File: config.mk
export PLATFORM = sky130hd
export DESIGN_NAME = mmioRegFile_flat
export DESIGN_NICKNAME = d
export VERILOG_FILES = /design/src/emifPkg.sv /design/src/mmioRegPkg.sv /design/src/emifAccessIf.sv /design/src/mmioRegFile.sv /design/src/flat_wrapper.sv
export SDC_FILE = /design/constraint.sdc
export NUM_CORES = 1
export LEC_CHECK = 0
export BUFFER_PORTS_ARGS = -buffer_cell sky130_fd_sc_hd__buf_4
export CELL_PAD_IN_SITES_DETAIL_PLACEMENT = 0
export CELL_PAD_IN_SITES_GLOBAL_PLACEMENT = 2
export CORE_ASPECT_RATIO = 0.7
export CORE_MARGIN = 3
export CORE_UTILIZATION = 30
export DETAILED_ROUTE_END_ITERATION = 6
export PLACE_DENSITY_LB_ADDON = 0.05
export SETUP_SLACK_MARGIN = 0.1
export SYNTH_ARGS = -nofsm -noshare
export SYNTH_HDL_FRONTEND = slang
export SYNTH_SLANG_ARGS = --single-unit
File: constraint.sdc
create_clock -name shlClk -period 1.9 [get_ports shlClk]
set_clock_uncertainty 0.2 [all_clocks]
set_input_delay 0.38 -clock shlClk [delete_from_list [all_inputs] [get_ports shlClk]]
set_output_delay 0.38 -clock shlClk [all_outputs]
set_load 0.05 [all_outputs]
File: src/emifPkg.sv
// Geometry is fixed at an 8-bit bus, 128-byte windows and a 2 KiB memory; change all together

package emifPkg;

  // ----------------------------------------------------------------------
  // Bus side
  // ----------------------------------------------------------------------
  localparam int cBusAddrWidth = 8;   // Full bus address, bit 7 picks the window
  localparam int cBusDataWidth = 8;   // Byte-wide data bus
  localparam int cWinAddrWidth = 7;   // Offset inside one 128-byte window

  // ----------------------------------------------------------------------
  // Extended memory
  // ----------------------------------------------------------------------
  localparam int cRamBytes      = 2048;  // 16 pages of 128 bytes
  localparam int cRamAddrAWidth = 11;    // Byte port address
  localparam int cFabDataWidth  = 32;    // Fabric word
  localparam int cFabAddrWidth  = 9;     // Fabric word address

  // Bus byte
  typedef logic [cBusDataWidth-1:0] busByteT;

  // Window offset, same width for both windows
  typedef logic [cWinAddrWidth-1:0] winAddrT;

  // Fabric word, byte 0 in the low bits
  typedef logic [cFabDataWidth-1:0] fabWordT;

endpackage

File: src/mmioRegPkg.sv
// Register offsets are 7-bit window offsets; multi-byte registers are little endian by offset

package mmioRegPkg;

  // ----------------------------------------------------------------------
  // Register offsets in the lower window
  // ----------------------------------------------------------------------
  // Config block
  localparam emifPkg::winAddrT cRegEmifId  = 7'h00;  // RO
  localparam emifPkg::winAddrT cRegEmifVer = 7'h01;  // RO
  localparam emifPkg::winAddrT cRegEmifRev = 7'h02;  // RO

  // Physical status
  localparam emifPkg::winAddrT cRegPhyStat = 7'h10;  // RO, from status pins

  // Layer-3 config, 4 bytes each
  localparam emifPkg::winAddrT cRegLy3Ip  = 7'h34;
  localparam emifPkg::winAddrT cRegLy3Snm = 7'h38;
  localparam emifPkg::winAddrT cRegLy3Gtw = 7'h3C;

  // Role words, 2 bytes each
  localparam emifPkg::winAddrT cRegAppRdRol = 7'h50;  // RO
  localparam emifPkg::winAddrT cRegAppWrRol = 7'h52;  // RW

  // Diagnostics
  localparam emifPkg::winAddrT cRegDiagScratch = 7'h70;  // 4 scratch bytes
  localparam emifPkg::winAddrT cRegDiagCtrl1   = 7'h74;  // Loopback enables

  // Page select for the upper window
  localparam emifPkg::winAddrT cRegPageSel = 7'h7F;

  // ----------------------------------------------------------------------
  // Fixed identification
  // ----------------------------------------------------------------------
  localparam emifPkg::busByteT cEmifIdVal  = 8'h3D;
  localparam emifPkg::busByteT cEmifVerVal = 8'h01;
  localparam emifPkg::busByteT cEmifRevVal = 8'h00;

  // ----------------------------------------------------------------------
  // Reset defaults
  // ----------------------------------------------------------------------
  // Byte at base+n sits in bits 8n+7:8n
  localparam logic [31:0] cDefIp      = 32'h13C80C0A;  // 10.12.200.19
  localparam logic [31:0] cDefSnm     = 32'h0000FFFF;  // 255.255.0.0
  localparam logic [31:0] cDefGtw     = 32'h01000C0A;  // 10.12.0.1
  localparam logic [31:0] cDefScratch = 32'hEFBEADDE;  // DE AD BE EF by offset

  // Everything else comes up cleared
  localparam logic [15:0]      cDefRoleWr    = 16'h0000;
  localparam emifPkg::busByteT cDefDiagCtrl1 = 8'h00;
  localparam emifPkg::busByteT cDefPageSel   = 8'h00;

endpackage

File: src/emifAccessIf.sv
// One decoded window access per cycle; target read data appears one cycle after sel

`timescale 1ns/1ps

interface emifAccessIf;

  logic             sel;     // Access this cycle
  logic             wrEn;    // High for write, low for read
  emifPkg::winAddrT addr;    // Offset inside the window
  emifPkg::busByteT wrData;  // Write byte
  emifPkg::busByteT rdData;  // Read byte, held until next read

  // Decoder side
  modport host (
    output sel,
    output wrEn,
    output addr,
    output wrData,
    input  rdData
  );

  // Register file or memory side
  modport target (
    input  sel,
    input  wrEn,
    input  addr,
    input  wrData,
    output rdData
  );

endinterface

File: src/mmioRegFile.sv
// Only the listed offsets are implemented; all others read 0 and drop writes

`timescale 1ns/1ps

module mmioRegFile (
  input  logic             shlClk,
  input  logic             rstN,
  emifAccessIf.target      regAccess,
  // Status inputs
  input  logic [1:0]       memCalDone,
  input  logic             ethCoreReady,
  input  logic             qpllLock,
  input  logic             camReady,
  input  logic             toeReady,
  input  logic [15:0]      roleRdReg,
  // Control outputs
  output logic [31:0]      ipAddress,
  output logic [31:0]      subNetMask,
  output logic [31:0]      gatewayAddr,
  output logic [15:0]      roleWrReg,
  output logic             pcsLoopbackEn,
  output logic             macLoopbackEn,
  output emifPkg::busByteT pageSel
);

  logic [31:0]      scratch;    // DIAG scratch bytes
  emifPkg::busByteT diagCtrl1;  // Loopback control
  emifPkg::busByteT phyStat;    // Assembled status byte
  emifPkg::busByteT rdMux;      // Selected read byte
  logic [4:0]       bytePos;    // Bit offset inside a 4-byte register
  logic [3:0]       halfPos;    // Bit offset inside a 2-byte register

  assign bytePos = {regAccess.addr[1:0], 3'b000};
  assign halfPos = {regAccess.addr[0], 3'b000};

  // ----------------------------------------------------------------------
  // Writable registers
  // ----------------------------------------------------------------------
  always_ff @(posedge shlClk or negedge rstN)
  begin
    if (!rstN)
    begin
      ipAddress   <= mmioRegPkg::cDefIp;
      subNetMask  <= mmioRegPkg::cDefSnm;
      gatewayAddr <= mmioRegPkg::cDefGtw;
      roleWrReg   <= mmioRegPkg::cDefRoleWr;
      scratch     <= mmioRegPkg::cDefScratch;
      diagCtrl1   <= mmioRegPkg::cDefDiagCtrl1;
      pageSel     <= mmioRegPkg::cDefPageSel;
    end
    else if (regAccess.sel && regAccess.wrEn)
    begin
      case (regAccess.addr) inside
        [mmioRegPkg::cRegLy3Ip : mmioRegPkg::cRegLy3Ip + 7'd3]:
          ipAddress[bytePos +: 8] <= regAccess.wrData;
        [mmioRegPkg::cRegLy3Snm : mmioRegPkg::cRegLy3Snm + 7'd3]:
          subNetMask[bytePos +: 8] <= regAccess.wrData;
        [mmioRegPkg::cRegLy3Gtw : mmioRegPkg::cRegLy3Gtw + 7'd3]:
          gatewayAddr[bytePos +: 8] <= regAccess.wrData;
        [mmioRegPkg::cRegAppWrRol : mmioRegPkg::cRegAppWrRol + 7'd1]:
          roleWrReg[halfPos +: 8] <= regAccess.wrData;
        [mmioRegPkg::cRegDiagScratch : mmioRegPkg::cRegDiagScratch + 7'd3]:
          scratch[bytePos +: 8] <= regAccess.wrData;
        mmioRegPkg::cRegDiagCtrl1: diagCtrl1 <= regAccess.wrData;
        mmioRegPkg::cRegPageSel:   pageSel   <= regAccess.wrData;
        default: ;  // RO or unmapped offset
      endcase
    end
  end

  // Loopback enables straight from DIAG_CTRL_1
  assign pcsLoopbackEn = diagCtrl1[0];
  assign macLoopbackEn = diagCtrl1[1];

  // ----------------------------------------------------------------------
  // Read path
  // ----------------------------------------------------------------------
  assign phyStat = {2'b00, toeReady, camReady, qpllLock, ethCoreReady, memCalDone};

  always_comb
  begin
    rdMux = '0;  // Unmapped reads as zero
    case (regAccess.addr) inside
      mmioRegPkg::cRegEmifId:  rdMux = mmioRegPkg::cEmifIdVal;
      mmioRegPkg::cRegEmifVer: rdMux = mmioRegPkg::cEmifVerVal;
      mmioRegPkg::cRegEmifRev: rdMux = mmioRegPkg::cEmifRevVal;
      mmioRegPkg::cRegPhyStat: rdMux = phyStat;
      [mmioRegPkg::cRegLy3Ip : mmioRegPkg::cRegLy3Ip + 7'd3]:
        rdMux = ipAddress[bytePos +: 8];
      [mmioRegPkg::cRegLy3Snm : mmioRegPkg::cRegLy3Snm + 7'd3]:
        rdMux = subNetMask[bytePos +: 8];
      [mmioRegPkg::cRegLy3Gtw : mmioRegPkg::cRegLy3Gtw + 7'd3]:
        rdMux = gatewayAddr[bytePos +: 8];
      [mmioRegPkg::cRegAppRdRol : mmioRegPkg::cRegAppRdRol + 7'd1]:
        rdMux = roleRdReg[halfPos +: 8];   // Live role input
      [mmioRegPkg::cRegAppWrRol : mmioRegPkg::cRegAppWrRol + 7'd1]:
        rdMux = roleWrReg[halfPos +: 8];
      [mmioRegPkg::cRegDiagScratch : mmioRegPkg::cRegDiagScratch + 7'd3]:
        rdMux = scratch[bytePos +: 8];
      mmioRegPkg::cRegDiagCtrl1: rdMux = diagCtrl1;
      mmioRegPkg::cRegPageSel:   rdMux = pageSel;
      default: ;
    endcase
  end

  // One-cycle read, held between reads
  always_ff @(posedge shlClk)
  begin
    if (regAccess.sel && !regAccess.wrEn)
      regAccess.rdData <= rdMux;
  end

  // A read of the ID offset must return the fixed ID next cycle
  emifIdFixed: assert property (@(posedge shlClk) disable iff (!rstN)
    regAccess.sel && !regAccess.wrEn && regAccess.addr == mmioRegPkg::cRegEmifId
    |=> regAccess.rdData == mmioRegPkg::cEmifIdVal)
    else $error("EMIF ID byte changed");

endmodule

File: src/flat_wrapper.sv
// flat-port wrapper written by rule: the top's interface ports become plain ports
module mmioRegFile_flat 
  (shlClk, rstN, memCalDone, ethCoreReady, qpllLock, camReady, toeReady, roleRdReg, ipAddress, subNetMask, gatewayAddr, roleWrReg, pcsLoopbackEn, macLoopbackEn, pageSel, regAccess_sel, regAccess_wrEn, regAccess_addr, regAccess_wrData, regAccess_rdData);
  emifAccessIf regAccess_i ();
  input  logic shlClk;
  input  logic rstN;
  input  logic [1:0] memCalDone;
  input  logic ethCoreReady;
  input  logic qpllLock;
  input  logic camReady;
  input  logic toeReady;
  input  logic [15:0] roleRdReg;
  output logic [31:0] ipAddress;
  output logic [31:0] subNetMask;
  output logic [31:0] gatewayAddr;
  output logic [15:0] roleWrReg;
  output logic pcsLoopbackEn;
  output logic macLoopbackEn;
  output emifPkg::busByteT pageSel;
  input wire logic [$bits(regAccess_i.sel)-1:0] regAccess_sel;
  input wire logic [$bits(regAccess_i.wrEn)-1:0] regAccess_wrEn;
  input wire logic [$bits(regAccess_i.addr)-1:0] regAccess_addr;
  input wire logic [$bits(regAccess_i.wrData)-1:0] regAccess_wrData;
  output wire logic [$bits(regAccess_i.rdData)-1:0] regAccess_rdData;
  assign regAccess_i.sel = regAccess_sel;
  assign regAccess_i.wrEn = regAccess_wrEn;
  assign regAccess_i.addr = regAccess_addr;
  assign regAccess_i.wrData = regAccess_wrData;
  assign regAccess_rdData = regAccess_i.rdData;
  mmioRegFile u_core (.shlClk(shlClk), .rstN(rstN), .regAccess(regAccess_i), .memCalDone(memCalDone), .ethCoreReady(ethCoreReady), .qpllLock(qpllLock), .camReady(camReady), .toeReady(toeReady), .roleRdReg(roleRdReg), .ipAddress(ipAddress), .subNetMask(subNetMask), .gatewayAddr(gatewayAddr), .roleWrReg(roleWrReg), .pcsLoopbackEn(pcsLoopbackEn), .macLoopbackEn(macLoopbackEn), .pageSel(pageSel));
endmodule
==> impl_results.rst <==
.. list-table::
   :header-rows: 1

   * - Metric
     - Value
   * - Outcome
     - finished with violations
   * - Violations in the final reports
     - setup timing
   * - Maximum clock frequency
     - 0.4568 GHz
   * - Count of flip-flops with a built-in enable after synthesis
     - 8
   * - Area Overhead vs Synth
     - 57.97%
   * - Part of the Yosys area used for sequential elements
     - 51.17%
   * - Placeable Area
     - 27,210 µm²
   * - Clock Tree Buf Depth
     - 2
   * - Net count reported at finish
     - 1,126
   * - WHS Endpoint
     - u_core.regAccess.rdData[2]
   * - Drt total wl
     - approximately 34,000 µm
   * - CTS Sinks
     - 168
   * - Final-report hold violation count
     - 0
   * - Max-Slew Margin vs Limit
     - 70.52%
   * - Path depth of the worst reg2reg path
     - 5
   * - Root buffer cell
     - clkbuf_16
   * - Final weighted congestion in routability-driven placement
     - 0.8420
   * - Pre-antenna DRT Iters
     - 6
   * - Critical path class
     - register to register
   * - CP arrival
     - 2.19 ns
   * - Share of synthesized registers carrying an async set or reset
     - 95.24%
   * - CTS tree
     - done
   * - PnR Total Power
     - between 8 and 9 mW
   * - Top cell type by total area after synthesis
     - dfrtp_1
   * - Ratio of routed vias to standard cells
     - 5.084
   * - Vias
     - between 7k and 8k
   * - Number of antenna violations at the first check in global routing
     - 0
   * - Worst setup SP type
     - register
   * - Width of the die
     - 206.3 µm
   * - Post-route DRC violation count
     - 0
   * - Clock buffers created by TritonCTS
     - 17
   * - Clock transition at the registers of the reported paths
     - 0.08 ns
   * - Layout cell share with drive strength beyond 1
     - 61.65%
   * - Crit Reg-Reg Startpoint
     - u_core.scratch[5]
   * - Cell variety after synth
     - 54
   * - Total routing usage reported by global routing
     - a little over a fifth
   * - Critical path capture point type
     - register
   * - Die height
     - 146.2 µm
   * - Post-synth net total
     - 782
   * - Diode count
     - 0
   * - Syn_area_per_cell
     - 11.50 µm²
   * - Part of the power in combinational logic
     - approximately 16%
   * - Cell Area, Synth
     - 8428 µm²
   * - Routed len/inst
     - 23.34 µm
   * - Final Critical Period
     - ~2.2 ns
   * - Initial standard-cell utilization of the core
     - 30.97%
   * - First-pass GRT wire length
     - 48,270 µm
   * - Largest cells by area after synthesis
     - dfrtp_1, dfstp_2, mux4_2
   * - Worst R2R Setup Slack
     - -0.29 ns
   * - Top-area cell type share of the netlist area
     - 31.18%
   * - Count of maximum capacitance violations
     - 0
   * - Gate count of the mapped netlist
     - 733
   * - Vias in the first global route
     - 7,362
   * - # port buffers
     - 170
   * - Worst Hold Depth
     - 2
   * - Final count of negative-setup-slack endpoints
     - 104
   * - Final worst setup slack
     - -0.2891 ns
   * - Final period utilization
     - 115.2%
   * - Switching power as a share of total power
     - 29.78%
   * - Leakage dissipation
     - 6.294 nW
   * - GRT Residual Overflow
     - 0
   * - Number of warning messages in the yosys log
     - 0
   * - Maximum fanout along the worst path
     - 2
   * - Power per standard cell area
     - roughly 650 nW/µm²
   * - ANT nets after route
     - 0
   * - Max VDD drop
     - 0.4582 mV
   * - Clk network pwr share
     - 39.0%
   * - First DRT Iteration DRCs
     - 486
   * - Path category of the worst min-delay check
     - primary input to register
   * - Crit Reg-Reg Endpoint
     - u_core.regAccess.rdData[5]
   * - Die area
     - 30,170 µm²
   * - Number of core rows
     - 50
   * - Pin count of the biggest net entering global routing
     - 39
   * - Max-slew violation count
     - 0
   * - Worst-margin pin slew
     - 0.4389 ns
   * - Num ports
     - 171
   * - Sw Pwr
     - 2.585 mW
   * - Required arrival time at the worst endpoint
     - 1.90 ns
   * - Dominant register cell in the synthesized netlist
     - dfrtp_1
   * - Hold path start
     - ethCoreReady
   * - Fin util
     - 48.92%
   * - Total half-perimeter wirelength after legalization and detailed placement
     - 25,320 µm
   * - Max H-tree Level
     - 4
   * - Cell internal pwr
     - between 6 and 7 mW
   * - Insertion delay to the later sink of the worst-skew pair
     - between 0.4 and 0.5 ns
   * - RSZ-0062 raised after global routing
     - true
   * - Number of synthesized register bits
     - 168
   * - Register share of total power
     - 44.6%
-- final cells by class --
class,instances,area [µm²]
repair buffers,366,3533
fillers,2497,13900
clock inverters,15,136.4
flip-flops and latches,168,4313
clock buffers,17,425.4
well taps,364,455.4
multi-input cells,489,4313
inverters,35,137.6
-- timing repair --
item,CTS,global route
hold buffers,1,0
buffers inserted,14,28
pin swaps,26,67
gates resized for setup,130,214
endpoints found under the setup margin,186,196
gates cloned,1,7
hold endpoints to repair,53,0
-- metrics by stage --
step / worst slack [ns] / cells / hold WS, ns / setup TNS, ns / instance area, µm²
6_report: -0.2891 / 1454 / 0.04036 / -7.703 / 13310
5_1_grt: -0.3409 / 1454 / 0.02411 / -12.94 / 13310
4_1_cts: -0.2875 / 1424 / 0.02484 / -2.813 / 12490
3_5_place_dp: -0.7253 / 1376 / 0.1297 / -99.35 / 11350
3_3_place_gp: -0.6833 / 1376 / 0.1278 / -96.04 / 11350
2_1_floorplan: -0.5875 / 733 / -0.1156 / -57.50 / 8640
-- registers in the layout (all words and copies together), names as in the netlist --
name / flops
u_core.pageSel: 8
u_core.ipAddress: 32
u_core.diagCtrl1: 8
u_core.regAccess.rdData: 8
u_core.roleWrReg: 16
u_core.scratch: 32
u_core.subNetMask: 32
u_core.gatewayAddr: 32
-- cell families (layout without fill, tap and decap cells) --
logic type                 after synthesis  count (layout)  share of synthesized area (%)
and+or+nand+nor                        221             222                          12.93
DFF                                    168             168                          51.17
AOI/OAI and AO/OA                      144             144                          10.12
muxes                                  115             115                          19.70
buffers and inverters                   77             433                          4.884
adders and majority gates                8               8                          1.188
-- routing by layer --
| layer | global-route usage [%] | vias to the layer above | share of wire (%) |
|---|---|---|---|
| met5 | 0 | - | 0 |
| met4 | 4.001 | 0 | 1.1 |
| met3 | 3.922 | 25 | 5.1 |
| met2 | 34.39 | 204 | 47 |
| met1 | 31.38 | 3825 | 47 |
| li1 | - | 3338 | - |
-- synthesized netlist by cell type (2+ instances only) --
cell       instances
nand2_1          148
dfrtp_1          105
o21ai_0          104
dfstp_2           55
mux2i_1           44
inv_1             35
mux4_2            32
mux2_2            23
clkbuf_1          17
nand3_1           17
mux2_4            16
nand4_1           13
buf_2             11
and2_1             8
edfxtp_1           8
ha_1               8
buf_6              7
a221o_1            6
o22ai_1            5
a21oi_1            4
a222oi_1           4
and3_1             4
nand2_2            4
nor3b_2            4
a32oi_1            3
and3_4             3
buf_4              3
nor2_1             3
nor2b_1            3
o211ai_1           3
a211oi_1           2
buf_12             2
nand2b_1           2
nor3_1             2
nor3_4             2
nor4b_4            2
o2111ai_1          2
o31ai_1            2
or3_1              2
-- how the worst max path moves through the flow --
| stage | from | end | slack (ns) | depth (start not counted) |
|---|---|---|---|---|
| 2_1_floorplan | regAccess_addr[0] | u_core.regAccess.rdData[2] | -0.59 | 11 |
| 3_3_place_gp | regAccess_addr[0] | u_core.regAccess.rdData[2] | -0.68 | 8 |
| 3_5_place_dp | regAccess_addr[1] | u_core.regAccess.rdData[5] | -0.73 | 10 |
| 4_1_cts | u_core.scratch[5] | u_core.regAccess.rdData[5] | -0.29 | 5 |
| 5_1_grt | u_core.scratch[5] | u_core.regAccess.rdData[5] | -0.34 | 5 |
| 6_report | u_core.scratch[5] | u_core.regAccess.rdData[5] | -0.29 | 5 |
-- power by group through the flow --
stage / clock network [mW] / registers (mW) / logic [mW]
2_1_floorplan: 0 / 4.17 / 0.460
3_3_place_gp: 0 / 3.93 / 1.27
3_5_place_dp: 0 / 3.93 / 1.29
4_1_cts: 3.45 / 3.87 / 1.35
5_1_grt: 3.62 / 3.89 / 1.51
6_report: 3.39 / 3.87 / 1.42
-- placed cells by master, fill, tap and decap left out, drive strengths merged, types with 5 or more instances in the layout --
master,instances
buf,364
o21ai,105
clkbuf,18
mux2,39
mux4,32
and3,8
and2,8
a221o,6
dfrtp,105
edfxtp,8
clkinv,6
inv,41
ha,8
o22ai,5
nand2,152
dfstp,55
nand3,17
mux2i,44
nand4,13
-- worst max-delay path, cell delays in order, from the launching register on --
cell and delay, ns:
dfrtp_1 0.40, mux4_2 0.47, a221o_1 0.31, o211ai_1 0.17, nand3_1 0.11, a221o_1 0.30
No activity file was read; power rests on OpenSTA's default activity.
