### src/emifPkg.sv
// Geometry is fixed at an 8-bit bus, 128-byte windows and a 2 KiB memory; change all together

package emifPkg;

  // ----------------------------------------------------------------------
  // Bus side
  // ----------------------------------------------------------------------
  localparam int cBusAddrWidth = 8;   // Full bus address, bit 7 picks the window
  localparam int cBusDataWidth = 8;   // Byte-wide data bus
  localparam int cWinAddrWidth = 7;   // Offset inside one 128-byte window

  // ----------------------------------------------------------------------
  // Extended memory
  // ----------------------------------------------------------------------
  localparam int cRamBytes      = 2048;  // 16 pages of 128 bytes
  localparam int cRamAddrAWidth = 11;    // Byte port address
  localparam int cFabDataWidth  = 32;    // Fabric word
  localparam int cFabAddrWidth  = 9;     // Fabric word address

  // Bus byte
  typedef logic [cBusDataWidth-1:0] busByteT;

  // Window offset, same width for both windows
  typedef logic [cWinAddrWidth-1:0] winAddrT;

  // Fabric word, byte 0 in the low bits
  typedef logic [cFabDataWidth-1:0] fabWordT;

endpackage

### src/emifAccessIf.sv
// One decoded window access per cycle; target read data appears one cycle after sel

`timescale 1ns/1ps

interface emifAccessIf;

  logic             sel;     // Access this cycle
  logic             wrEn;    // High for write, low for read
  emifPkg::winAddrT addr;    // Offset inside the window
  emifPkg::busByteT wrData;  // Write byte
  emifPkg::busByteT rdData;  // Read byte, held until next read

  // Decoder side
  modport host (
    output sel,
    output wrEn,
    output addr,
    output wrData,
    input  rdData
  );

  // Register file or memory side
  modport target (
    input  sel,
    input  wrEn,
    input  addr,
    input  wrData,
    output rdData
  );

endinterface

### src/emifDecoder.sv
// No stall and no back-pressure; every cycle with csN low is taken, reads return one cycle later

`timescale 1ns/1ps

module emifDecoder (
  input  logic                              shlClk,
  input  logic                              rstN,
  // External bus
  input  logic                              csN,
  input  logic                              weN,
  input  logic [emifPkg::cBusAddrWidth-1:0] addr,
  input  emifPkg::busByteT                  wrData,
  output emifPkg::busByteT                  rdData,
  output logic                              rdValid,
  // Window accesses
  emifAccessIf.host                         regAccess,
  emifAccessIf.host                         xmemAccess
);

  logic busAcc;   // Chip select active
  logic upperWin; // Upper window hit
  logic rdWin;    // Window of the read in flight

  // ----------------------------------------------------------------------
  // Steering, same cycle
  // ----------------------------------------------------------------------
  assign busAcc   = !csN;
  assign upperWin = addr[emifPkg::cBusAddrWidth-1];

  assign regAccess.sel  = busAcc && !upperWin;
  assign xmemAccess.sel = busAcc && upperWin;

  // Both windows see the same strobe and payload
  assign regAccess.wrEn    = !weN;
  assign regAccess.addr    = addr[emifPkg::cWinAddrWidth-1:0];
  assign regAccess.wrData  = wrData;
  assign xmemAccess.wrEn   = !weN;
  assign xmemAccess.addr   = addr[emifPkg::cWinAddrWidth-1:0];
  assign xmemAccess.wrData = wrData;

  // ----------------------------------------------------------------------
  // Read return
  // ----------------------------------------------------------------------
  always_ff @(posedge shlClk or negedge rstN)
  begin
    if (!rstN)
    begin
      rdValid <= 1'b0;
      rdWin   <= 1'b0;
    end
    else
    begin
      rdValid <= busAcc && weN;  // One result per read cycle
      rdWin   <= upperWin;
    end
  end

  // Idle bus shows zero
  assign rdData = !rdValid ? '0 : (rdWin ? xmemAccess.rdData : regAccess.rdData);

  // Only one target may act on a cycle
  oneTargetSel: assert property (@(posedge shlClk) disable iff (!rstN)
    !(regAccess.sel && xmemAccess.sel))
    else $error("both window selects high");

endmodule

### src/flat_wrapper.sv
// flat-port wrapper written by rule: the top's interface ports become plain ports
module emifDecoder_flat 
  (shlClk, rstN, csN, weN, addr, wrData, rdData, rdValid, regAccess_sel, regAccess_wrEn, regAccess_addr, regAccess_wrData, regAccess_rdData, xmemAccess_sel, xmemAccess_wrEn, xmemAccess_addr, xmemAccess_wrData, xmemAccess_rdData);
  emifAccessIf regAccess_i ();
  emifAccessIf xmemAccess_i ();
  input  logic shlClk;
  input  logic rstN;
  input  logic csN;
  input  logic weN;
  input  logic [emifPkg::cBusAddrWidth-1:0] addr;
  input  emifPkg::busByteT wrData;
  output emifPkg::busByteT rdData;
  output logic rdValid;
  output wire logic [$bits(regAccess_i.sel)-1:0] regAccess_sel;
  output wire logic [$bits(regAccess_i.wrEn)-1:0] regAccess_wrEn;
  output wire logic [$bits(regAccess_i.addr)-1:0] regAccess_addr;
  output wire logic [$bits(regAccess_i.wrData)-1:0] regAccess_wrData;
  input wire logic [$bits(regAccess_i.rdData)-1:0] regAccess_rdData;
  output wire logic [$bits(xmemAccess_i.sel)-1:0] xmemAccess_sel;
  output wire logic [$bits(xmemAccess_i.wrEn)-1:0] xmemAccess_wrEn;
  output wire logic [$bits(xmemAccess_i.addr)-1:0] xmemAccess_addr;
  output wire logic [$bits(xmemAccess_i.wrData)-1:0] xmemAccess_wrData;
  input wire logic [$bits(xmemAccess_i.rdData)-1:0] xmemAccess_rdData;
  assign regAccess_sel = regAccess_i.sel;
  assign regAccess_wrEn = regAccess_i.wrEn;
  assign regAccess_addr = regAccess_i.addr;
  assign regAccess_wrData = regAccess_i.wrData;
  assign regAccess_i.rdData = regAccess_rdData;
  assign xmemAccess_sel = xmemAccess_i.sel;
  assign xmemAccess_wrEn = xmemAccess_i.wrEn;
  assign xmemAccess_addr = xmemAccess_i.addr;
  assign xmemAccess_wrData = xmemAccess_i.wrData;
  assign xmemAccess_i.rdData = xmemAccess_rdData;
  emifDecoder u_core (.shlClk(shlClk), .rstN(rstN), .csN(csN), .weN(weN), .addr(addr), .wrData(wrData), .rdData(rdData), .rdValid(rdValid), .regAccess(regAccess_i), .xmemAccess(xmemAccess_i));
endmodule
### config.mk
export PLATFORM = sky130hd
export DESIGN_NAME = emifDecoder_flat
export DESIGN_NICKNAME = d
export VERILOG_FILES = /design/src/emifPkg.sv /design/src/emifAccessIf.sv /design/src/emifDecoder.sv /design/src/flat_wrapper.sv
export SDC_FILE = /design/constraint.sdc
export NUM_CORES = 1
export LEC_CHECK = 0
export BUFFER_PORTS_ARGS = -buffer_cell sky130_fd_sc_hd__buf_2
export CAP_MARGIN = 5
export CELL_PAD_IN_SITES_DETAIL_PLACEMENT = 0
export CELL_PAD_IN_SITES_GLOBAL_PLACEMENT = 1
export CORE_MARGIN = 1
export CORE_UTILIZATION = 16
export DETAILED_ROUTE_END_ITERATION = 10
export PLACE_DENSITY = 0.84
export SETUP_SLACK_MARGIN = 0.1
export SYNTH_ARGS = -nofsm -noshare
export SYNTH_HDL_FRONTEND = slang
export SYNTH_SLANG_ARGS = --single-unit
### constraint.sdc
create_clock -name shlClk -period 1.6 [get_ports shlClk]
set_input_delay 0.08 -clock shlClk [delete_from_list [all_inputs] [get_ports shlClk]]
set_output_delay 0.08 -clock shlClk [all_outputs]
set_load 0.03 [all_outputs]
==> reports/summary.txt, run 1 <==
DRC Markers -> 0
RSZ-0062 raised after global routing -> no
Vias per cell -> 3.47
Initial DRT Pass Iterations -> 1
Hold slack final -> 0.0375 ns
Top cells by count, synth -> buf_4, nor2b_1, mux2i_1
Setup Total Neg Slack -> 0 ns
Tot GR Track Use -> 0.0584
Final hold violations -> 0
Mapped Area -> 442 µm²
Worst VDD drop -> 0.239 mV
Fin util -> 0.175
Synth unique cells -> 7
DP HPWL -> 666 µm
H-tree levels -> 1
Die ar. -> 2970 µm²
Placeable Area -> 2540 µm²
Async SR Flop Fraction -> 1.00
Layout fillers -> 281
Chip Width -> 54.5 µm
Fraction of layout cells with a size suffix above 1 -> 0.617
Routed WL -> 794 µm
Sequential area share after synthesis -> 0.113
Initial antenna violation count -> 0
Final period util -> 0.778
Area contributors post-synth -> buf_4, mux2i_1, nor2b_1
Mean area per synthesized cell -> 8.18 µm²
Largest net degree at the start of global routing -> 10
Antenna Cells -> 0
Top-area cell type share of the netlist area -> 0.527
Synthesized flop and latch total -> 2
CP required -> 1.52 ns
Most used flip-flop cell after synthesis -> dfrtp_1
Clock Tree Buf Depth -> 2
Final min period -> 1.24 ns
Yosys warning count -> 0
Port Buf Inserts -> 33
Clk root buf -> clkbuf_4
Measured slew at the worst slew-check pin -> 0.223 ns
Synth area leader -> buf_4
Pleak -> 0.264 nW
Num CTS Buffers -> 3
Pwr Density -> 614 nW/µm²
Synth Instances -> 54
Worst-path clk slew -> 0.03 ns
Final ANT Viol Nets -> 0
Final Max Slew Viols -> 0
Pwr Total -> 0.000273 W
Vias in the first global route -> 275
IO Count -> 79
Drt initial violations -> 0
Max-slew headroom -> 0.851
First-pass GRT wire length -> 1.04 mm
Cell with the most instances after synthesis -> buf_4
Max_cap viols -> 0
Grt total ovfl -> 0
DR WL/cell -> 8.82 µm
CP max FO -> 8
CTS sink count -> 2
Area grow syn2layout -> 0.566%
Setup violations, final -> 0
Hold Crit Class -> in2reg
Status -> complete, no violations
Placer Congestion -> 0.604
Vias -> 312
EDFF count, synth -> 0
Mapped Nets -> 90
Initial core utilization -> 0.174
CP Capture Type -> primary output
Die height -> 54.5 µm
Critical path type -> reg2out
CP Data Arrival Time -> 1.16 ns
Sequential cell area -> 51.3 µm²
Post-CTS setup repair buffer count -> 0
Setup crit start kind -> flip-flop
# rows -> 18
Fmax -> 0.804 GHz
CTS tree -> done
Multi-input gate area -> 144 µm²
NumNets Final -> 98
==> worst max-delay path, stage by stage, from the launching register on <==
cell     delay [ns]
dfrtp_2        0.48
mux2i_1        0.15
nor2b_1        0.11
buf_2          0.20
==> repair_timing <==
action | 4_1_cts | 5_1_grt
hold buffers | 2 | 0
hold endpoints to repair | 3 | 0
setup endpoints to repair | 0 | 3
gates resized for setup | 0 | 1
==> final cells by class <==
class,count,share of cell area
sequential,2,0.115
clock buffer,3,0.0507
inverter,1,0.00845
timing repair buffer,35,0.417
tap,30,0.0845
multi-input combinational,19,0.324
==> sequential cells by signal (all words and copies together), names as in the netlist <==
signal          cells
u_core.rdWin        1
u_core.rdValid      1
==> final timing paths <==
path	start	endpoint	depth (start not counted)
max	u_core.rdWin$_DFF_PN0_	rdData[1]	3
min	csN	u_core.rdValid$_DFF_PN0_	2
max in group asynchronous	rstN	u_core.rdWin$_DFF_PN0_	2
min in group asynchronous	rstN	u_core.rdWin$_DFF_PN0_	2
==> power breakdown <==
| group | switching (W) | internal (W) | total [W] |
|---|---|---|---|
| clock | 0.0000290 | 0.0000828 | 0.000112 |
| combinational | 0.0000545 | 0.0000458 | 0.000100 |
| sequential | 0.00000668 | 0.0000538 | 0.0000605 |
| total | 0.0000901 | 0.000182 | 0.000273 |
==> per-stage QoR <==
| step | cell area [µm²] | std cells | setup slack [ns] |
|---|---|---|---|
| 3_3_place_gp | 400 | 85 | 0.496 |
| 3_5_place_dp | 400 | 85 | 0.460 |
| 5_1_grt | 444 | 90 | 0.232 |
| 4_1_cts | 443 | 90 | 0.215 |
| 2_1_floorplan | 442 | 54 | 0.449 |
| 6_report | 444 | 90 | 0.356 |
==> per-layer routing <==
metal,up-vias,track usage,share of wire
li1,150,-,-
met1,122,0.0130,0.26
met2,38,0.114,0.50
met3,2,0.0500,0.20
met4,0,0.0855,0.028
met5,-,0,0
==> cells by family (layout without fill, tap and decap cells) <==
kind of cell | Yosys count | in the layout | share of synthesized area
buf+inv | 33 | 39 | 0.561
simple gates | 11 | 11 | 0.144
mux | 8 | 8 | 0.181
flops | 2 | 2 | 0.113
==> placed cells by master, fill, tap and decap left out <==
cell	instances
dfrtp_2	1
buf_2	33
nor2_1	2
dlygate4sd3_1	2
dfrtp_1	1
mux2i_1	8
clkbuf_4	3
inv_1	1
nor2b_1	9
Note: power is estimated with default switching activity, not from simulation.
==> run 2: changes to the inputs <==
--- a/config.mk
+++ b/config.mk
@@ -5,14 +5,15 @@
 export SDC_FILE = /design/constraint.sdc
 export NUM_CORES = 1
 export LEC_CHECK = 0
+export ABC_AREA = 1
 export BUFFER_PORTS_ARGS = -buffer_cell sky130_fd_sc_hd__buf_2
 export CAP_MARGIN = 5
 export CELL_PAD_IN_SITES_DETAIL_PLACEMENT = 0
 export CELL_PAD_IN_SITES_GLOBAL_PLACEMENT = 1
 export CORE_MARGIN = 1
-export CORE_UTILIZATION = 16
+export CORE_UTILIZATION = 15
 export DETAILED_ROUTE_END_ITERATION = 10
-export PLACE_DENSITY = 0.84
+export PLACE_DENSITY = 0.77
 export SETUP_SLACK_MARGIN = 0.1
 export SYNTH_ARGS = -nofsm -noshare
 export SYNTH_HDL_FRONTEND = slang
==> constraint.sdc (replaced) <==
create_clock -name shlClk -period 1.3 [get_ports shlClk]
set_input_delay 0.065 -clock shlClk [delete_from_list [all_inputs] [get_ports shlClk]]
set_output_delay 0.065 -clock shlClk [all_outputs]
set_load 0.03 [all_outputs]
==> reports/summary.txt, run 2 <==
Mean area per synthesized cell -> 6.15 µm² (-25%)
IO Count -> 79 (unchanged)
Commonest non-fill, non-tap cell in the layout -> buf_2
Antenna Cells -> 0 (unchanged)
Top cells by count, synth -> buf_4, nor2_1, nand2_1
Placeable Area -> 3100 µm² (+22%)
Sequential cell area -> 52.6 µm² (+2.4%)
Mapped Area -> 498 µm² (+13%)
Port Buf Inserts -> 33 (unchanged)
Synth unique cells -> 8 (+1)
Fin util -> 0.185 (+0.0105)
Pleak -> 0.335 nW (+27%)
Die height -> 59.6 µm (+9.3%)
Placer Congestion -> 0.647 (+7.1%)
Pwr Total -> 0.000377 W (+38%)
Clock Tree Buf Depth -> 2 (unchanged)
Sequential area share after synthesis -> 0.101 (-0.0128)
Layout fillers -> 376 (+34%)
Worst-path clk slew -> 0.03 ns (about the same)
Final Max Slew Viols -> 0 (unchanged)
DR WL/cell -> 7.75 µm (-12%)
Async SR Flop Fraction -> 1.00 (unchanged)
Pwr Density -> 657 nW/µm² (+7.1%)
NumNets Final -> 126 (+29%)
Hold Crit Class -> in2reg
Max incr delay on CP -> 0.43 ns (-0.05 ns)
Fin area -> 574 µm² (+29%)
DRC Markers -> 0 (unchanged)
First-pass GRT wire length -> 1.57 mm (+51%)
CP required -> 1.24 ns (-0.28 ns)
Area grow syn2layout -> 15.3%
CP max FO -> 5 (-3)
CP Capture Type -> primary output
RSZ-0062 raised after global routing -> yes
Max_cap viols -> 0 (unchanged)
Area contributors post-synth -> buf_4, nor2_1, nand2_1
Max-slew headroom -> 0.881 (+0.0299)
Synth Instances -> 81 (+50%)
Hold Path End -> u_core.rdValid$_DFF_PN0_
Clk root buf -> clkbuf_4
Dpl cell area -> 444 µm² (+11%)
Top-area cell type share of the netlist area -> 0.467 (-0.0596)
Routed WL -> 1.02 mm (+29%)
Cell with the most instances after synthesis -> buf_4
Setup crit start kind -> flip-flop
Vias per cell -> 3.21 (-7.3%)
Chip Width -> 59.6 µm (+9.3%)
CTS sink count -> 2 (unchanged)
Multi-input gate area -> 164 µm² (+14%)
Critical path type -> reg2out
Slowest-stage cell, CP -> dfrtp_2
H-tree levels -> 1 (unchanged)
Final period util -> 0.944
Biggest regs -> u_core.rdValid: 1 flops, u_core.rdWin: 1 flops
EDFF count, synth -> 0 (unchanged)
Grt total ovfl -> 0 (unchanged)
Status -> complete, no violations
CTS tree -> done
Num CTS Buffers -> 3 (unchanged)
Most used flip-flop cell after synthesis -> dfrtp_1
WP buf/inv -> 2 (+1)
Fraction of layout cells with a size suffix above 1 -> 0.568 (-0.0485)
Hold depth -> 2 (unchanged)
Die ar. -> 3550 µm² (+19%)
Final ANT Viol Nets -> 0 (unchanged)
CP Data Arrival Time -> 1.16 ns (about the same)
# rows -> 20 (+2)
Largest net degree at the start of global routing -> 10 (unchanged)
Synthesized flop and latch total -> 2 (unchanged)
Final hold violations -> 0 (unchanged)
Hold Startpoint -> csN
Vias in the first global route -> 421 (+53%)
Measured slew at the worst slew-check pin -> 0.178 ns (-0.0448 ns)
Final min period -> 1.23 ns
Initial antenna violation count -> 0 (unchanged)
Yosys warning count -> 0 (unchanged)
Fmax -> 0.814 GHz
Cell chain of the critical path -> buf_4 -> nand2_1 -> nand2_1 -> nor2_1 -> buf_4
DP HPWL -> 741 µm (+11%)
Tot GR Track Use -> 0.0615 (+0.00319)
Synth area leader -> buf_4
Initial DRT Pass Iterations -> 3 (+2)
Crit path max-delay family -> flip-flops
Mapped Nets -> 117 (+30%)
Worst VDD drop -> 0.286 mV (+20%)
Initial core utilization -> 0.160 (-0.0131)
Vias -> 424 (+36%)
Drt initial violations -> 7 (+7)
Setup violations, final -> 0 (unchanged)
Most frequent cells in the layout -> buf_2, nor2_1, nand2_1
==> run 2: cell types whose count changed in the layout (fill, tap and decap cells not counted), sizes merged <==
| cell | before | now |
|---|---|---|
| buf | 33 | 36 |
| inv | 1 | 10 |
| mux2i | 8 | 0 |
| nand2 | 0 | 16 |
| nor2 | 2 | 19 |
| nor2b | 9 | 0 |
==> run 2: worst max path at each step <==
| stage | cells after the start | slack [ns] | start | to |
|---|---|---|---|---|
| 6_report | 5 | 0.07 | u_core.rdWin$_DFF_PN0_ | rdData[7] |
| 5_1_grt | 5 | -0.01 | u_core.rdWin$_DFF_PN0_ | rdData[4] |
| 4_1_cts | 4 | 0.06 | u_core.rdWin$_DFF_PN0_ | rdData[1] |
| 3_5_place_dp | 3 | 0.19 | u_core.rdWin$_DFF_PN0_ | rdData[1] |
| 3_3_place_gp | 3 | 0.18 | u_core.rdWin$_DFF_PN0_ | rdData[0] |
| 2_1_floorplan | 3 | 0.11 | u_core.rdValid$_DFF_PN0_ | rdData[0] |
==> run 2: what timing repair did <==
item,4_1_cts,5_1_grt
setup endpoints to repair,8,8
buffers inserted,2,1
hold buffers,2,0
cloned,0,0
hold endpoints to repair,3,0
pin swaps,0,5
gates resized for setup,13,12
==> run 2: cell families (layout without fill, tap and decap cells) <==
kind of cell	after synthesis	count (layout)	synth area share
buffers and inverters	44	51	0.626
and+or+nand+nor	35	35	0.274
DFF	2	2	0.101
==> run 2: metrics by stage <==
stage	hold WS [ns]	TNS [ns]	cells	setup slack, ns
after global placement	-0.148	0	124	0.179
after floorplan	-0.231	0	81	0.112
after CTS	0.0228	0	131	0.0610
after detailed placement	-0.145	0	124	0.193
final	0.0277	0	132	0.0722
after global routing	0.0264	-0.0223	132	-0.0103
==> run 2: area by class of cell <==
cell class / instances / share of cell area
Multi-Input combinational cell: 35 / 0.285
Timing Repair Buffer: 38 / 0.423
Inverter: 10 / 0.0654
Clock buffer: 3 / 0.0392
Sequential cell: 2 / 0.0915
Tap cell: 44 / 0.0959
==> run 2: metal layers <==
layer,GRT usage,vias to the layer above,routed length (µm)
met5,0,-,0
met4,0.0498,0,0
met3,0.0262,0,94
met2,0.0963,25,505
met1,0.0641,186,422
li1,-,213,-
==> run 2: power by group <==
group          internal (W)  total (W)  switching [W]
Sequential        0.0000665  0.0000734     0.00000688
Clock              0.000102   0.000139      0.0000372
Combinational     0.0000725   0.000165      0.0000924
Total              0.000241   0.000377       0.000136
==> run 3: changes to the inputs <==
--- a/config.mk
+++ b/config.mk
@@ -10,10 +10,10 @@
 export CAP_MARGIN = 5
 export CELL_PAD_IN_SITES_DETAIL_PLACEMENT = 0
 export CELL_PAD_IN_SITES_GLOBAL_PLACEMENT = 1
-export CORE_MARGIN = 1
+export CORE_MARGIN = 2
 export CORE_UTILIZATION = 15
 export DETAILED_ROUTE_END_ITERATION = 10
-export PLACE_DENSITY = 0.77
+export PLACE_DENSITY_LB_ADDON = 0.1
 export SETUP_SLACK_MARGIN = 0.1
 export SYNTH_ARGS = -nofsm -noshare
 export SYNTH_HDL_FRONTEND = slang
==> reports/summary.txt, run 3 (same netlist as run 2, synthesis figures left out) <==
Area grow syn2layout -> 18.3%
Fmax -> 0.828 GHz (+1.7%)
H-tree levels -> 1 (unchanged)
Clock Tree Buf Depth -> 2 (unchanged)
CP required -> 1.24 ns (about the same)
Initial core utilization -> 0.160 (unchanged)
Drt initial violations -> 5 (-2)
Largest net degree at the start of global routing -> 10 (unchanged)
Vias per cell -> 3.13 (-2.6%)
WP buf/inv -> 2 (unchanged)
Chip Width -> 61.6 µm (+3.4%)
Commonest non-fill, non-tap cell in the layout -> buf_2
Die height -> 61.6 µm (+3.4%)
Setup crit start kind -> flip-flop
Initial DRT Pass Iterations -> 4 (+1)
Max_cap viols -> 0 (unchanged)
DR WL/cell -> 8.68 µm (+12%)
Setup Total Neg Slack -> 0 ns (unchanged)
Routed WL -> 1.15 mm (+12%)
CTS sink count -> 2 (unchanged)
Worst VDD drop -> 0.271 mV (-5.4%)
Final period util -> 0.929 (-0.0155)
Fraction of layout cells with a size suffix above 1 -> 0.625 (+0.0568)
Fin util -> 0.190 (+0.00484)
Biggest regs -> u_core.rdValid: 1 flops, u_core.rdWin: 1 flops
Antenna Cells -> 0 (unchanged)
Multi-input gate area -> 171 µm² (+4.6%)
DRC Markers -> 0 (unchanged)
Tot GR Track Use -> 0.0688 (+0.00729)
CP Data Arrival Time -> 1.14 ns (-0.02 ns)
RSZ-0062 raised after global routing -> yes
Final min period -> 1.21 ns (-0.0202 ns)
First-pass GRT wire length -> 1.85 mm (+18%)
Placed Instances -> 124 (unchanged)
Layout fillers -> 383 (+1.9%)
Final hold violations -> 0 (unchanged)
Grt total ovfl -> 0 (unchanged)
Placeable Area -> 3100 µm² (unchanged)
Slowest-stage cell, CP -> dfrtp_2
CTS tree -> done
Most frequent cells in the layout -> buf_2, nor2_1, inv_1
DP HPWL -> 791 µm (+6.8%)
Max incr delay on CP -> 0.42 ns (about the same)
Pwr Density -> 657 nW/µm² (about the same)
Num CTS Buffers -> 3 (unchanged)
CP max FO -> 4 (-1)
Measured slew at the worst slew-check pin -> 0.200 ns (+0.0215 ns)
Port Buf Inserts -> 33 (unchanged)
Critical path type -> reg2out
Final ANT Viol Nets -> 0 (unchanged)
Worst-path clk slew -> 0.03 ns (about the same)
IO Count -> 79 (unchanged)
Hold Crit Class -> in2reg
Setup violations, final -> 0 (unchanged)
Pwr Total -> 0.000387 W (+2.6%)
NumNets Final -> 126 (unchanged)
Initial antenna violation count -> 0 (unchanged)
Cell chain of the critical path -> buf_6 -> nand2_2 -> nand2_2 -> nor2_4 -> buf_6
Crit path max-delay family -> flip-flops
Clk root buf -> clkbuf_4
Max-slew headroom -> 0.867 (-0.0143)
Status -> complete, no violations
Pleak -> 0.336 nW (+0.30%)
Vias -> 413 (-2.6%)
Die ar. -> 3800 µm² (+6.8%)
Placer Congestion -> 0.643 (-0.66%)
Layout Cells excl Fill -> 132 (unchanged)
Sequential cell area -> 52.6 µm² (unchanged)
# rows -> 20 (unchanged)
Vias in the first global route -> 450 (+6.9%)
Final Max Slew Viols -> 0 (unchanged)
CP Capture Type -> primary output
==> run 3: path summary, 6_finish.rpt <==
| check | from | endpoint | slack, ns | cells past startpoint |
|---|---|---|---|---|
| min in group asynchronous | rstN | u_core.rdValid$_DFF_PN0_ | 0.15 | 2 |
| min | csN | u_core.rdValid$_DFF_PN0_ | 0.01 | 2 |
| max | u_core.rdWin$_DFF_PN0_ | rdData[7] | 0.09 | 5 |
| max in group asynchronous | rstN | u_core.rdWin$_DFF_PN0_ | 1.04 | 2 |
==> run 3: final cells by class <==
cell class / count / share of cell area
clock buffers: 3 / 0.0382
inverters: 10 / 0.0637
multi-input cells: 35 / 0.291
flip-flops and latches: 2 / 0.0892
well taps: 44 / 0.0934
repair buffers: 38 / 0.425
==> run 3: layer usage <==
layer  vias to the layer above  track usage  wire, µm
met1                       165       0.0751       466
met5                         -            0         0
met4                         0       0.0304         6
met2                        32        0.101       472
met3                         2       0.0504       201
li1                        214            -         -
==> run 3: per-stage QoR <==
step,worst slack (ns),hold slack [ns],area (µm²)
floorplan,0.112,-0.231,498
global placement,0.133,-0.151,444
detailed placement,0.144,-0.145,444
CTS,0.0792,0.00892,544
global route,0.0191,0.0174,589
finish,0.0924,0.0129,589
==> run 3: timing repair <==
action / in CTS / in global routing
cloned: 0 / 0
pin swaps: 6 / 7
hold endpoints to repair: 3 / 0
endpoints found under the setup margin: 8 / 8
hold buffers: 2 / 0
gates resized for setup: 15 / 15
setup buffers: 3 / 0
==> run 3: report_power, final <==
part | total, W | leakage (nW) | switching [W] | internal [W]
Clock | 0.000143 | 0.0138 | 0.0000409 | 0.000102
Sequential | 0.0000740 | 0.0222 | 0.00000749 | 0.0000665
Combinational | 0.000170 | 0.300 | 0.0000943 | 0.0000756
